File: src/source/core_cfg_pkg.sv
package core_cfg_pkg;

   // Operand width and bit position counter
   localparam int XLEN  = 32;
   localparam int CNT_W = 5;

   typedef logic [XLEN-1:0]  word_t;
   typedef logic [4:0]       reg_addr_t;
   typedef logic [CNT_W-1:0] bit_cnt_t;

   // Serial write port towards the register file
   typedef struct packed {
      logic      wen;
      reg_addr_t wreg;
      logic      wdata;
   } rf_wr_t;

endpackage

File: src/source/rv_isa_pkg.sv
package rv_isa_pkg;

   // Major opcodes handled by the unit
   localparam logic [6:0] OPC_OP     = 7'b0110011;
   localparam logic [6:0] OPC_OP_IMM = 7'b0010011;

   // funct3 codes, shared by register and immediate forms
   localparam logic [2:0] F3_ADD  = 3'b000;
   localparam logic [2:0] F3_SLT  = 3'b010;
   localparam logic [2:0] F3_SLTU = 3'b011;
   localparam logic [2:0] F3_XOR  = 3'b100;
   localparam logic [2:0] F3_OR   = 3'b110;
   localparam logic [2:0] F3_AND  = 3'b111;

   typedef enum logic [2:0] {
      ALU_ADD,
      ALU_SUB,
      ALU_AND,
      ALU_OR,
      ALU_XOR,
      ALU_SLT,
      ALU_SLTU
   } alu_op_e;

   // Decoded controls, held for the whole instruction
   typedef struct packed {
      alu_op_e                 op;
      logic                    use_imm;
      logic                    two_pass;
      logic                    legal;
      core_cfg_pkg::reg_addr_t rd;
      core_cfg_pkg::reg_addr_t rs1;
      core_cfg_pkg::reg_addr_t rs2;
   } dec_ctrl_t;

endpackage

File: src/source/instr_decode.sv
`timescale 1ns/100ps

module instr_decode (
   input  logic                  clk,
   input  logic                  i_rst_n,
   input  logic                  i_accept,
   input  core_cfg_pkg::word_t   i_instr,
   input  logic                  i_cnt_en,
   output rv_isa_pkg::dec_ctrl_t o_ctrl,
   output logic                  o_imm_bit
);

   logic [6:0]            opcode;
   logic [2:0]            funct3;
   logic [6:0]            funct7;
   logic                  is_op;
   logic                  is_op_imm;
   logic                  f3_ok;
   logic                  f7_ok;
   rv_isa_pkg::dec_ctrl_t dec;
   logic [11:0]           imm_q;

   assign opcode    = i_instr[6:0];
   assign funct3    = i_instr[14:12];
   assign funct7    = i_instr[31:25];
   assign is_op     = (opcode == rv_isa_pkg::OPC_OP);
   assign is_op_imm = (opcode == rv_isa_pkg::OPC_OP_IMM);

   // Shift codes 001 and 101 fall out as illegal
   always_comb begin
      case (funct3)
         rv_isa_pkg::F3_ADD,
         rv_isa_pkg::F3_SLT,
         rv_isa_pkg::F3_SLTU,
         rv_isa_pkg::F3_XOR,
         rv_isa_pkg::F3_OR,
         rv_isa_pkg::F3_AND: f3_ok = 1'b1;
         default:            f3_ok = 1'b0;
      endcase
   end

   // Only SUB may carry the alternate funct7
   assign f7_ok = (funct7 == 7'h00) ||
                  ((funct7 == 7'h20) && (funct3 == rv_isa_pkg::F3_ADD));

   always_comb begin
      dec = '0;
      case (funct3)
         rv_isa_pkg::F3_ADD:  dec.op = (is_op && funct7[5]) ? rv_isa_pkg::ALU_SUB
                                                            : rv_isa_pkg::ALU_ADD;
         rv_isa_pkg::F3_SLT:  dec.op = rv_isa_pkg::ALU_SLT;
         rv_isa_pkg::F3_SLTU: dec.op = rv_isa_pkg::ALU_SLTU;
         rv_isa_pkg::F3_XOR:  dec.op = rv_isa_pkg::ALU_XOR;
         rv_isa_pkg::F3_OR:   dec.op = rv_isa_pkg::ALU_OR;
         rv_isa_pkg::F3_AND:  dec.op = rv_isa_pkg::ALU_AND;
         default:             dec.op = rv_isa_pkg::ALU_ADD;
      endcase
      dec.use_imm  = is_op_imm;
      dec.two_pass = (dec.op == rv_isa_pkg::ALU_SLT) || (dec.op == rv_isa_pkg::ALU_SLTU);
      dec.legal    = (is_op && f3_ok && f7_ok) || (is_op_imm && f3_ok);
      dec.rd       = i_instr[11:7];
      dec.rs1      = i_instr[19:15];
      dec.rs2      = i_instr[24:20];
   end

   always_ff @(posedge clk or negedge i_rst_n) begin
      if (!i_rst_n) begin
         o_ctrl <= '0;
      end else if (i_accept) begin
         o_ctrl <= dec;
      end
   end

   // Arithmetic right shift, so the sign bit repeats after bit 11
   always_ff @(posedge clk) begin
      if (i_accept) begin
         imm_q <= i_instr[31:20];
      end else if (i_cnt_en) begin
         imm_q <= {imm_q[11], imm_q[11:1]};
      end
   end

   assign o_imm_bit = imm_q[0];

endmodule

File: src/source/seq_state.sv
`timescale 1ns/100ps

module seq_state (
   input  logic                    clk,
   input  logic                    i_rst_n,
   input  logic                    i_instr_valid,
   input  logic                    i_rf_ready,
   input  rv_isa_pkg::dec_ctrl_t   i_ctrl,
   output logic                    o_accept,
   output logic                    o_busy,
   output logic                    o_done,
   output logic                    o_illegal,
   output logic                    o_rf_rreq,
   output logic                    o_cnt_en,
   output logic                    o_cnt0,
   output logic                    o_cmp_pass,
   output logic                    o_write_pass,
   output logic                    o_wen,
   output core_cfg_pkg::reg_addr_t o_wreg
);

   typedef enum logic [2:0] {
      IDLE,
      DECODE,
      WAIT_RF,
      PASS1,
      PASS2,
      FINISH
   } phase_e;

   phase_e                 state;
   phase_e                 state_nxt;
   core_cfg_pkg::bit_cnt_t cnt;
   logic                   cnt_last;
   logic                   rd_nonzero;

   assign o_busy   = (state == DECODE) || (state == WAIT_RF) ||
                     (state == PASS1) || (state == PASS2);
   assign o_accept = i_instr_valid && !o_busy;

   assign cnt_last = (cnt == core_cfg_pkg::bit_cnt_t'(core_cfg_pkg::XLEN - 1));

   always_comb begin
      state_nxt = state;
      case (state)
         IDLE:    if (o_accept) state_nxt = DECODE;
         DECODE:  state_nxt = i_ctrl.legal ? WAIT_RF : FINISH;
         WAIT_RF: if (i_rf_ready) state_nxt = PASS1;
         PASS1: begin
            if (cnt_last) begin
               state_nxt = i_ctrl.two_pass ? PASS2 : FINISH;
            end
         end
         PASS2:   if (cnt_last) state_nxt = FINISH;
         FINISH:  state_nxt = o_accept ? DECODE : IDLE;
         default: state_nxt = IDLE;
      endcase
   end

   always_ff @(posedge clk or negedge i_rst_n) begin
      if (!i_rst_n) begin
         state <= IDLE;
      end else begin
         state <= state_nxt;
      end
   end

   // Wraps to zero at the end of every pass
   always_ff @(posedge clk or negedge i_rst_n) begin
      if (!i_rst_n) begin
         cnt <= '0;
      end else if (o_cnt_en) begin
         cnt <= cnt + 1'b1;
      end
   end

   assign o_cnt_en     = (state == PASS1) || (state == PASS2);
   assign o_cnt0       = o_cnt_en && (cnt == '0);
   assign o_cmp_pass   = (state == PASS1) && i_ctrl.two_pass;
   assign o_write_pass = (state == PASS2);

   assign o_rf_rreq = (state == DECODE) && i_ctrl.legal;
   assign o_done    = (state == FINISH);
   assign o_illegal = o_done && !i_ctrl.legal;

   // x0 is never written
   assign rd_nonzero = (i_ctrl.rd != '0);
   assign o_wen      = rd_nonzero && (o_write_pass || ((state == PASS1) && !i_ctrl.two_pass));
   assign o_wreg     = i_ctrl.rd;

endmodule

File: src/source/serial_alu.sv
`timescale 1ns/100ps

module serial_alu (
   input  logic                  clk,
   input  logic                  i_rst_n,
   input  rv_isa_pkg::dec_ctrl_t i_ctrl,
   input  logic                  i_cnt_en,
   input  logic                  i_cnt0,
   input  logic                  i_cmp_pass,
   input  logic                  i_write_pass,
   input  logic                  i_rs1,
   input  logic                  i_rs2,
   input  logic                  i_imm_bit,
   output logic                  o_rd
);

   logic op_b;
   logic sub;
   logic b_eff;
   logic carry_in;
   logic carry_q;
   logic carry_out;
   logic sum;
   logic lt_now;
   logic cmp_q;
   logic alu_res;

   assign op_b = i_ctrl.use_imm ? i_imm_bit : i_rs2;

   // Compares are done as rs1 - op_b
   assign sub = (i_ctrl.op == rv_isa_pkg::ALU_SUB) ||
                (i_ctrl.op == rv_isa_pkg::ALU_SLT) ||
                (i_ctrl.op == rv_isa_pkg::ALU_SLTU);

   assign b_eff     = op_b ^ sub;
   assign carry_in  = i_cnt0 ? sub : carry_q;
   assign sum       = i_rs1 ^ b_eff ^ carry_in;
   assign carry_out = (i_rs1 & b_eff) | (carry_in & (i_rs1 ^ b_eff));

   always_ff @(posedge clk or negedge i_rst_n) begin
      if (!i_rst_n) begin
         carry_q <= 1'b0;
      end else if (i_cnt_en) begin
         carry_q <= carry_out;
      end
   end

   // Treats the current bit as the MSB and is final after bit 31
   assign lt_now = (i_ctrl.op == rv_isa_pkg::ALU_SLT) ? ((i_rs1 ^ op_b) ? i_rs1 : sum)
                                                      : ~carry_out;

   always_ff @(posedge clk or negedge i_rst_n) begin
      if (!i_rst_n) begin
         cmp_q <= 1'b0;
      end else if (i_cnt_en && i_cmp_pass) begin
         cmp_q <= lt_now;
      end
   end

   always_comb begin
      case (i_ctrl.op)
         rv_isa_pkg::ALU_AND: alu_res = i_rs1 & op_b;
         rv_isa_pkg::ALU_OR:  alu_res = i_rs1 | op_b;
         rv_isa_pkg::ALU_XOR: alu_res = i_rs1 ^ op_b;
         default:             alu_res = sum;
      endcase
   end

   // Write pass puts the flag on bit 0 only
   assign o_rd = i_write_pass ? (i_cnt0 & cmp_q) : alu_res;

endmodule

File: src/source/serial_alu_top.sv
`timescale 1ns/100ps

module serial_alu_top (
   input  logic                      clk,
   input  logic                      i_rst_n,
   input  logic                      i_instr_valid,
   input  core_cfg_pkg::word_t       i_instr,
   input  logic                      i_rf_ready,
   input  logic                      i_rdata0,
   input  logic                      i_rdata1,
   output logic                      o_busy,
   output logic                      o_done,
   output logic                      o_illegal,
   output logic                      o_rf_rreq,
   output core_cfg_pkg::reg_addr_t   o_rreg0,
   output core_cfg_pkg::reg_addr_t   o_rreg1,
   output core_cfg_pkg::rf_wr_t      o_rf_wr
);

   rv_isa_pkg::dec_ctrl_t   ctrl;
   logic                    accept;
   logic                    cnt_en;
   logic                    cnt0;
   logic                    cmp_pass;
   logic                    write_pass;
   logic                    imm_bit;
   logic                    rd_bit;
   logic                    wen;
   core_cfg_pkg::reg_addr_t wreg;

   instr_decode u_instr_decode (
      .clk       (clk),
      .i_rst_n   (i_rst_n),
      .i_accept  (accept),
      .i_instr   (i_instr),
      .i_cnt_en  (cnt_en),
      .o_ctrl    (ctrl),
      .o_imm_bit (imm_bit)
   );

   seq_state u_seq_state (
      .clk           (clk),
      .i_rst_n       (i_rst_n),
      .i_instr_valid (i_instr_valid),
      .i_rf_ready    (i_rf_ready),
      .i_ctrl        (ctrl),
      .o_accept      (accept),
      .o_busy        (o_busy),
      .o_done        (o_done),
      .o_illegal     (o_illegal),
      .o_rf_rreq     (o_rf_rreq),
      .o_cnt_en      (cnt_en),
      .o_cnt0        (cnt0),
      .o_cmp_pass    (cmp_pass),
      .o_write_pass  (write_pass),
      .o_wen         (wen),
      .o_wreg        (wreg)
   );

   serial_alu u_serial_alu (
      .clk          (clk),
      .i_rst_n      (i_rst_n),
      .i_ctrl       (ctrl),
      .i_cnt_en     (cnt_en),
      .i_cnt0       (cnt0),
      .i_cmp_pass   (cmp_pass),
      .i_write_pass (write_pass),
      .i_rs1        (i_rdata0),
      .i_rs2        (i_rdata1),
      .i_imm_bit    (imm_bit),
      .o_rd         (rd_bit)
   );

   // Read addresses come straight from the latched instruction
   assign o_rreg0 = ctrl.rs1;
   assign o_rreg1 = ctrl.rs2;

   assign o_rf_wr = '{wen: wen, wreg: wreg, wdata: rd_bit};

endmodule

File: config.mk
export PLATFORM = sky130hd
export DESIGN_NAME = serial_alu_top
export DESIGN_NICKNAME = d
export VERILOG_FILES = /design/src/source/core_cfg_pkg.sv /design/src/source/rv_isa_pkg.sv /design/src/source/instr_decode.sv /design/src/source/seq_state.sv /design/src/source/serial_alu.sv /design/src/source/serial_alu_top.sv
export SDC_FILE = /design/constraint.sdc
export NUM_CORES = 1
export LEC_CHECK = 0
export ABC_AREA = 0
export BUFFER_PORTS_ARGS = -buffer_cell sky130_fd_sc_hd__buf_4
export CORE_MARGIN = 2
export CORE_UTILIZATION = 53
export DETAILED_ROUTE_END_ITERATION = 10
export PLACE_DENSITY = 0.81
export SYNTH_ARGS = -nofsm -noshare
export SYNTH_HDL_FRONTEND = slang
export SYNTH_HIERARCHICAL = 1
export SYNTH_SLANG_ARGS = --single-unit
File: constraint.sdc
create_clock -name clk -period 3.9 [get_ports clk]
set_clock_uncertainty 0.05 [all_clocks]
set_input_delay 0.78 -clock clk [delete_from_list [all_inputs] [get_ports clk]]
set_output_delay 0.78 -clock clk [all_outputs]
set_load 0.05 [all_outputs]
Yosys cells after proc, flatten, opt, wreduce, memory -nomap -nowiden
Index checks and enable logic that the tools add are counted.

word-level totals
  register bits after elaboration = 43
  input bits = 38
  logic and storage cells = 104

cells by class
  bitwise logic cells = 11
  reductions and logical operators = 34
  eq/ne operators = 26
  add/subtract/negate cells = 1
  muxes and demuxes = 19

operators by type and width
  kind                                                   count
  one-hot mux 3 bit (6 select lines)                     2
  equality test 3 bit, second input constant             10
  equality test 3 x 2 -> 1 bit, second input constant    6
  two-way mux 3 bit                                      5
  equality test 7 x 6 -> 1 bit, second input constant    2
  logical AND 1 bit                                      13
  two-way mux 12 bit                                     1
  two-way mux 11 bit                                     1
  logical OR 1 bit                                       10
  two-way mux 1 bit                                      9
  equality test 7 x 5 -> 1 bit, second input constant    1
  zero test 7 bit                                        1
  equality test 3 x 1 -> 1 bit, second input constant    2
  zero test 3 bit                                        2
  OR reduction 6 bit                                     1
  adder 5 x 1 -> 5 bit, second input constant            1
  equality test 5 bit, second input constant             1
  zero test 5 bit                                        1
  nonzero test 5 bit                                     1
  bitwise AND 1 bit                                      4
  inequality test 2 x 1 -> 1 bit, second input constant  2
  inequality test 2 bit, second input constant           2
  AND reduction 4 bit                                    1
  bitwise XOR 1 bit                                      4
  other kinds (5)                                        8

Logic depth before layout (Yosys ltp)
  depth in word-level cells = 9
  mapped depth = 11
  mapped depth without buffers = 9

Hierarchy
Netlist, hierarchy kept.

by module, submodules not included
  module          area each (um^2)  seq. area each (um^2)  instances  cells each
  instr_decode    1362.6            885.8                  1          107
  seq_state       650.6             200.2                  1          69
  serial_alu      249.0             50.0                   1          31
  serial_alu_top  15.0              0.0                    1          2

Worst setup path after synthesis
OpenSTA, ideal clock, no wires.

  path kind = register -> output
  start point = register u_seq_state.state[2]
  end point = output o_rf_wr[0] in the netlist's numbering
  data arrival time = 2.409 ns
  stages on the path, launching flop included = 12
  slack = 0.661 ns
  data required time = 3.070 ns
  path through = dfrtp_1 buf_6 or3b_4 nand2_4 and4b_1 nand2_1 o21ai_0 fa_1 a21oi_1 a211oi_1 o31ai_1 buf_4

between the ends
  word-level cells in the longest chain between the ends = 7
  elaborated cells on any way between the ends = 9
  classes of those cells = eq/ne: 2; mux: 3; bitwise: 2; reduce/logical: 2

ends and longest elaborated chain
  what                                                                        line                  source
  start: declaration                                                          seq_state.sv:31       phase_e state;
  start signal: assignment                                                    seq_state.sv:64       state <= state_nxt;
  equality test 3 x 2 -> 1 bit / equality test 3 bit (equally long branches)  seq_state.sv:77       assign o_cnt_en = (state == PASS1) || (state == PASS2);
  logical OR 1 bit *                                                          seq_state.sv:77
  via cnt_en                                                                  serial_alu_top.sv:22  logic cnt_en;
  logical AND 1 bit *                                                         seq_state.sv:78       assign o_cnt0 = o_cnt_en && (cnt == '0);
  via cnt0                                                                    serial_alu_top.sv:23  logic cnt0;
  two-way mux 1 bit                                                           serial_alu.sv:36      assign carry_in = i_cnt0 ? sub : carry_q;
  bitwise XOR 1 bit                                                           serial_alu.sv:37      assign sum = i_rs1 ^ b_eff ^ carry_in;
  one-hot mux 1 bit (3 select lines)                                          serial_alu.sv:61      case (i_ctrl.op)
  two-way mux 1 bit *                                                         serial_alu.sv:70      assign o_rd = i_write_pass ? (i_cnt0 & cmp_q) : alu_res;
  end: declaration                                                            serial_alu_top.sv:17  output core_cfg_pkg::rf_wr_t o_rf_wr

The timed path passes the listed nets; every way through them passes the cells marked *.

==> results.tsv <==
metric	value	unit
number of global-route vias before repair	1600	
fmax	270	MHz
overall routing resource usage	18.9	%
Post-Route Setup TNS	0	ps
Initial DRC Count	84	
Max-Cap Viols	0	
Yosys top cell area share	34.1	%
largest net degree at the start of global routing	32	
final non-filler cell total	320	
Placed Area	0.00269	mm^2
IO Port Bufs	58	
Worst Setup End Kind	output port	
die height	69.6	um
synthesized flop and latch total	43	
deepest clock path buffer count	2	
gr ovfl total	0	
routed vias	1706	
most frequent cells in the layout	buf_4 (68), dfrtp_1 (28), inv_1 (25), mux2_2 (17)	
Finish-stage setup viols	0	
Pwr Total	2.54	mW
syn_nets	253	
slew at the pin closest to its max-slew limit	692	ps
worst reg2reg path depth	9	
routed length per instance	13.9	um
Die X	69.6	um
CP arrival	2870	ps
I/O Pins	59	
r2r setup slk	1360	ps
synth warn	6	
drt first pass iters	4	
final RePlAce weighted congestion	0.795	
die area	0.00484	mm^2
Comb pwr share	55.9	%
WP data required	3070	ps
remaining antenna violation count after routing	0	
final hold violations	0	
Hold WC Path Type	input port to asynchronous set/reset pin	
static leakage	1.31	nW
CTS HTree Levels	2	
Synth Area per Inst	10.9	um^2
Remaining DRCs	0	
NetSw	1.14	mW
clock buffers created by TritonCTS	5	
Final nets	313	
clk slew on worst S/H paths	70	ps
end of the worst register-to-register path	u_serial_alu/cmp_q	
Reg2Reg Launch Point	u_seq_state/state[1]	
Std-Cell Rows	23	
clock sink count	43	
initial core utilization	56.1	%
Rel. slew slack	53.8	%
Cell Pwr Density	889	mW/mm^2
worst vdd ir	0.509	mV
sequential cell fraction of total power	33.7	%
final worst slack	201	ps
Post-Synthesis Cells	209	
layout cells sized above 1	40.4	%
most common library cell in the layout ignoring fill and taps	buf_4	
Sw Share	45.0	%
Clk Latency, worst-skew pair	280	ps
dpl cells	303	
HPWL Detailed	3220	um
register area share after synthesis	49.9	%
Vias/cell	5.33	
pre-CTS WS	374	ps
status	complete, no violations	
Post-Syn Area	0.00228	mm^2
Slew Viols, Final	0	
dominant cells by area after synthesis	dfrtp_1 (34%), edfxtp_1 (16%), mux2_2 (8.4%), inv_1 (4.1%), o21ai_0 (3.1%)	
async set or reset register ratio after synthesis	72.1	%
clock share of power	10.4	%
final core area utilization	70.3	%
Total Routed Length	4440	um
initial antenna violation count	0	
EDFF count, synth	12	
Tcrit/Tclk final	94.8	%
minimum clock period	3700	ps
Cell variety after synth	49	
Primary FF master, synth	dfrtp_1	
Layout area overhead	25.3	%
Final Instance Area	0.00285	mm^2
internal power	1.40	mW
CTS Root Buffer Type	clkbuf_8	
CTS tree	built	
critical path class	register to output port	
CP max FO	9	
Core Footprint	0.00406	mm^2
Synth area leader	dfrtp_1	
antenna diode count	0	
wire length of the first global-routing pass	7360	um
Critical path origin	u_seq_state/state[1]	
Worst Setup Start Kind	register	
hold slack	366	ps
-- power by group through the flow --
stage | Sequential, mW | Clock [mW] | Combinational [mW]
after detailed placement | 0.872 | 0 | 1.36
after CTS | 0.865 | 0.272 | 1.36
final | 0.855 | 0.262 | 1.42
after floorplan | 1.00 | 0 | 0.930
after global routing | 0.888 | 0.293 | 1.52
after global placement | 0.861 | 0 | 1.33
-- worst max path at each step --
stage                 end  slack [ps]  depth (start not counted)
2_1_floorplan  o_rf_wr[0]         660                         11
3_3_place_gp   o_rf_wr[0]         480                         10
3_5_place_dp   o_rf_wr[0]         370                         10
4_1_cts        o_rf_wr[0]          50                         10
5_1_grt        o_rf_wr[0]          -9                         10
6_report       o_rf_wr[0]         200                         10
-- worst max-delay path, cell delays in order, from the launching register on --
cell and delay (ps):
dfrtp_2 450, or3b_4 470, nand2_8 110, and4b_1 240
nand2_1 60, o21ai_1 120, fa_1 430, a21oi_1 130
a211oi_1 50, o31ai_1 270, buf_4 240
-- flip-flops by register name (all words and copies together) (netlist names) --
name / cells
u_seq_state/cnt: 5
u_serial_alu/cmp_q: 1
u_instr_decode/o_ctrl: 21
u_instr_decode/imm_q: 12
u_seq_state/state: 3
u_serial_alu/carry_q: 1
-- synth_stat cells (all sizes together) (2+ instances only) --
library cell / n
dfrtp: 31
inv: 25
mux2: 19
nand2: 14
o21ai: 14
buf: 13
edfxtp: 12
a21oi: 10
nor2: 9
nor2b: 6
ha: 5
a31oi: 3
nand3: 3
nand3b: 3
o31ai: 3
xnor2: 3
and2: 2
clkbuf: 2
mux2i: 2
nand2b: 2
nor4: 2
o221ai: 2
o22ai: 2
o32ai: 2
or2: 2
xor2: 2
-- repair_timing --
action	CTS	global route
buffers inserted	0	9
hold buffers	0	0
resized for setup	0	5
endpoints found under the setup margin	0	1
-- area by class of cell --
type / count / area (um^2)
sequential: 43 / 1140
clock buffer: 6 / 72.6
tap: 50 / 62.6
multi-input combinational: 125 / 960
clock inverter: 2 / 8.76
fill: 314 / 1200
inverter: 26 / 98.8
timing repair buffer: 68 / 510
-- cells by family after synthesis --
logic type | share of synthesized area, %
and+or+nand+nor | 13.4
DFF | 49.9
AOI/OAI and AO/OA | 11.9
buffers and inverters | 8.68
muxes | 10.6
adders and majority gates | 3.63
xor gates and xnor gates | 1.92
-- metal layers --
layer / vias to the layer above / GRT usage [%] / routed length, um / share of wire [%]
met2: 64 / 30.2 / 2110 / 48
met5: - / 0 / 0 / 0
met1: 803 / 27.3 / 2030 / 46
li1: 833 / - / - / -
met4: 0 / 3.27 / 22 / 0.50
met3: 6 / 3.63 / 272 / 6.1
Power figures use the tool's default switching activity.
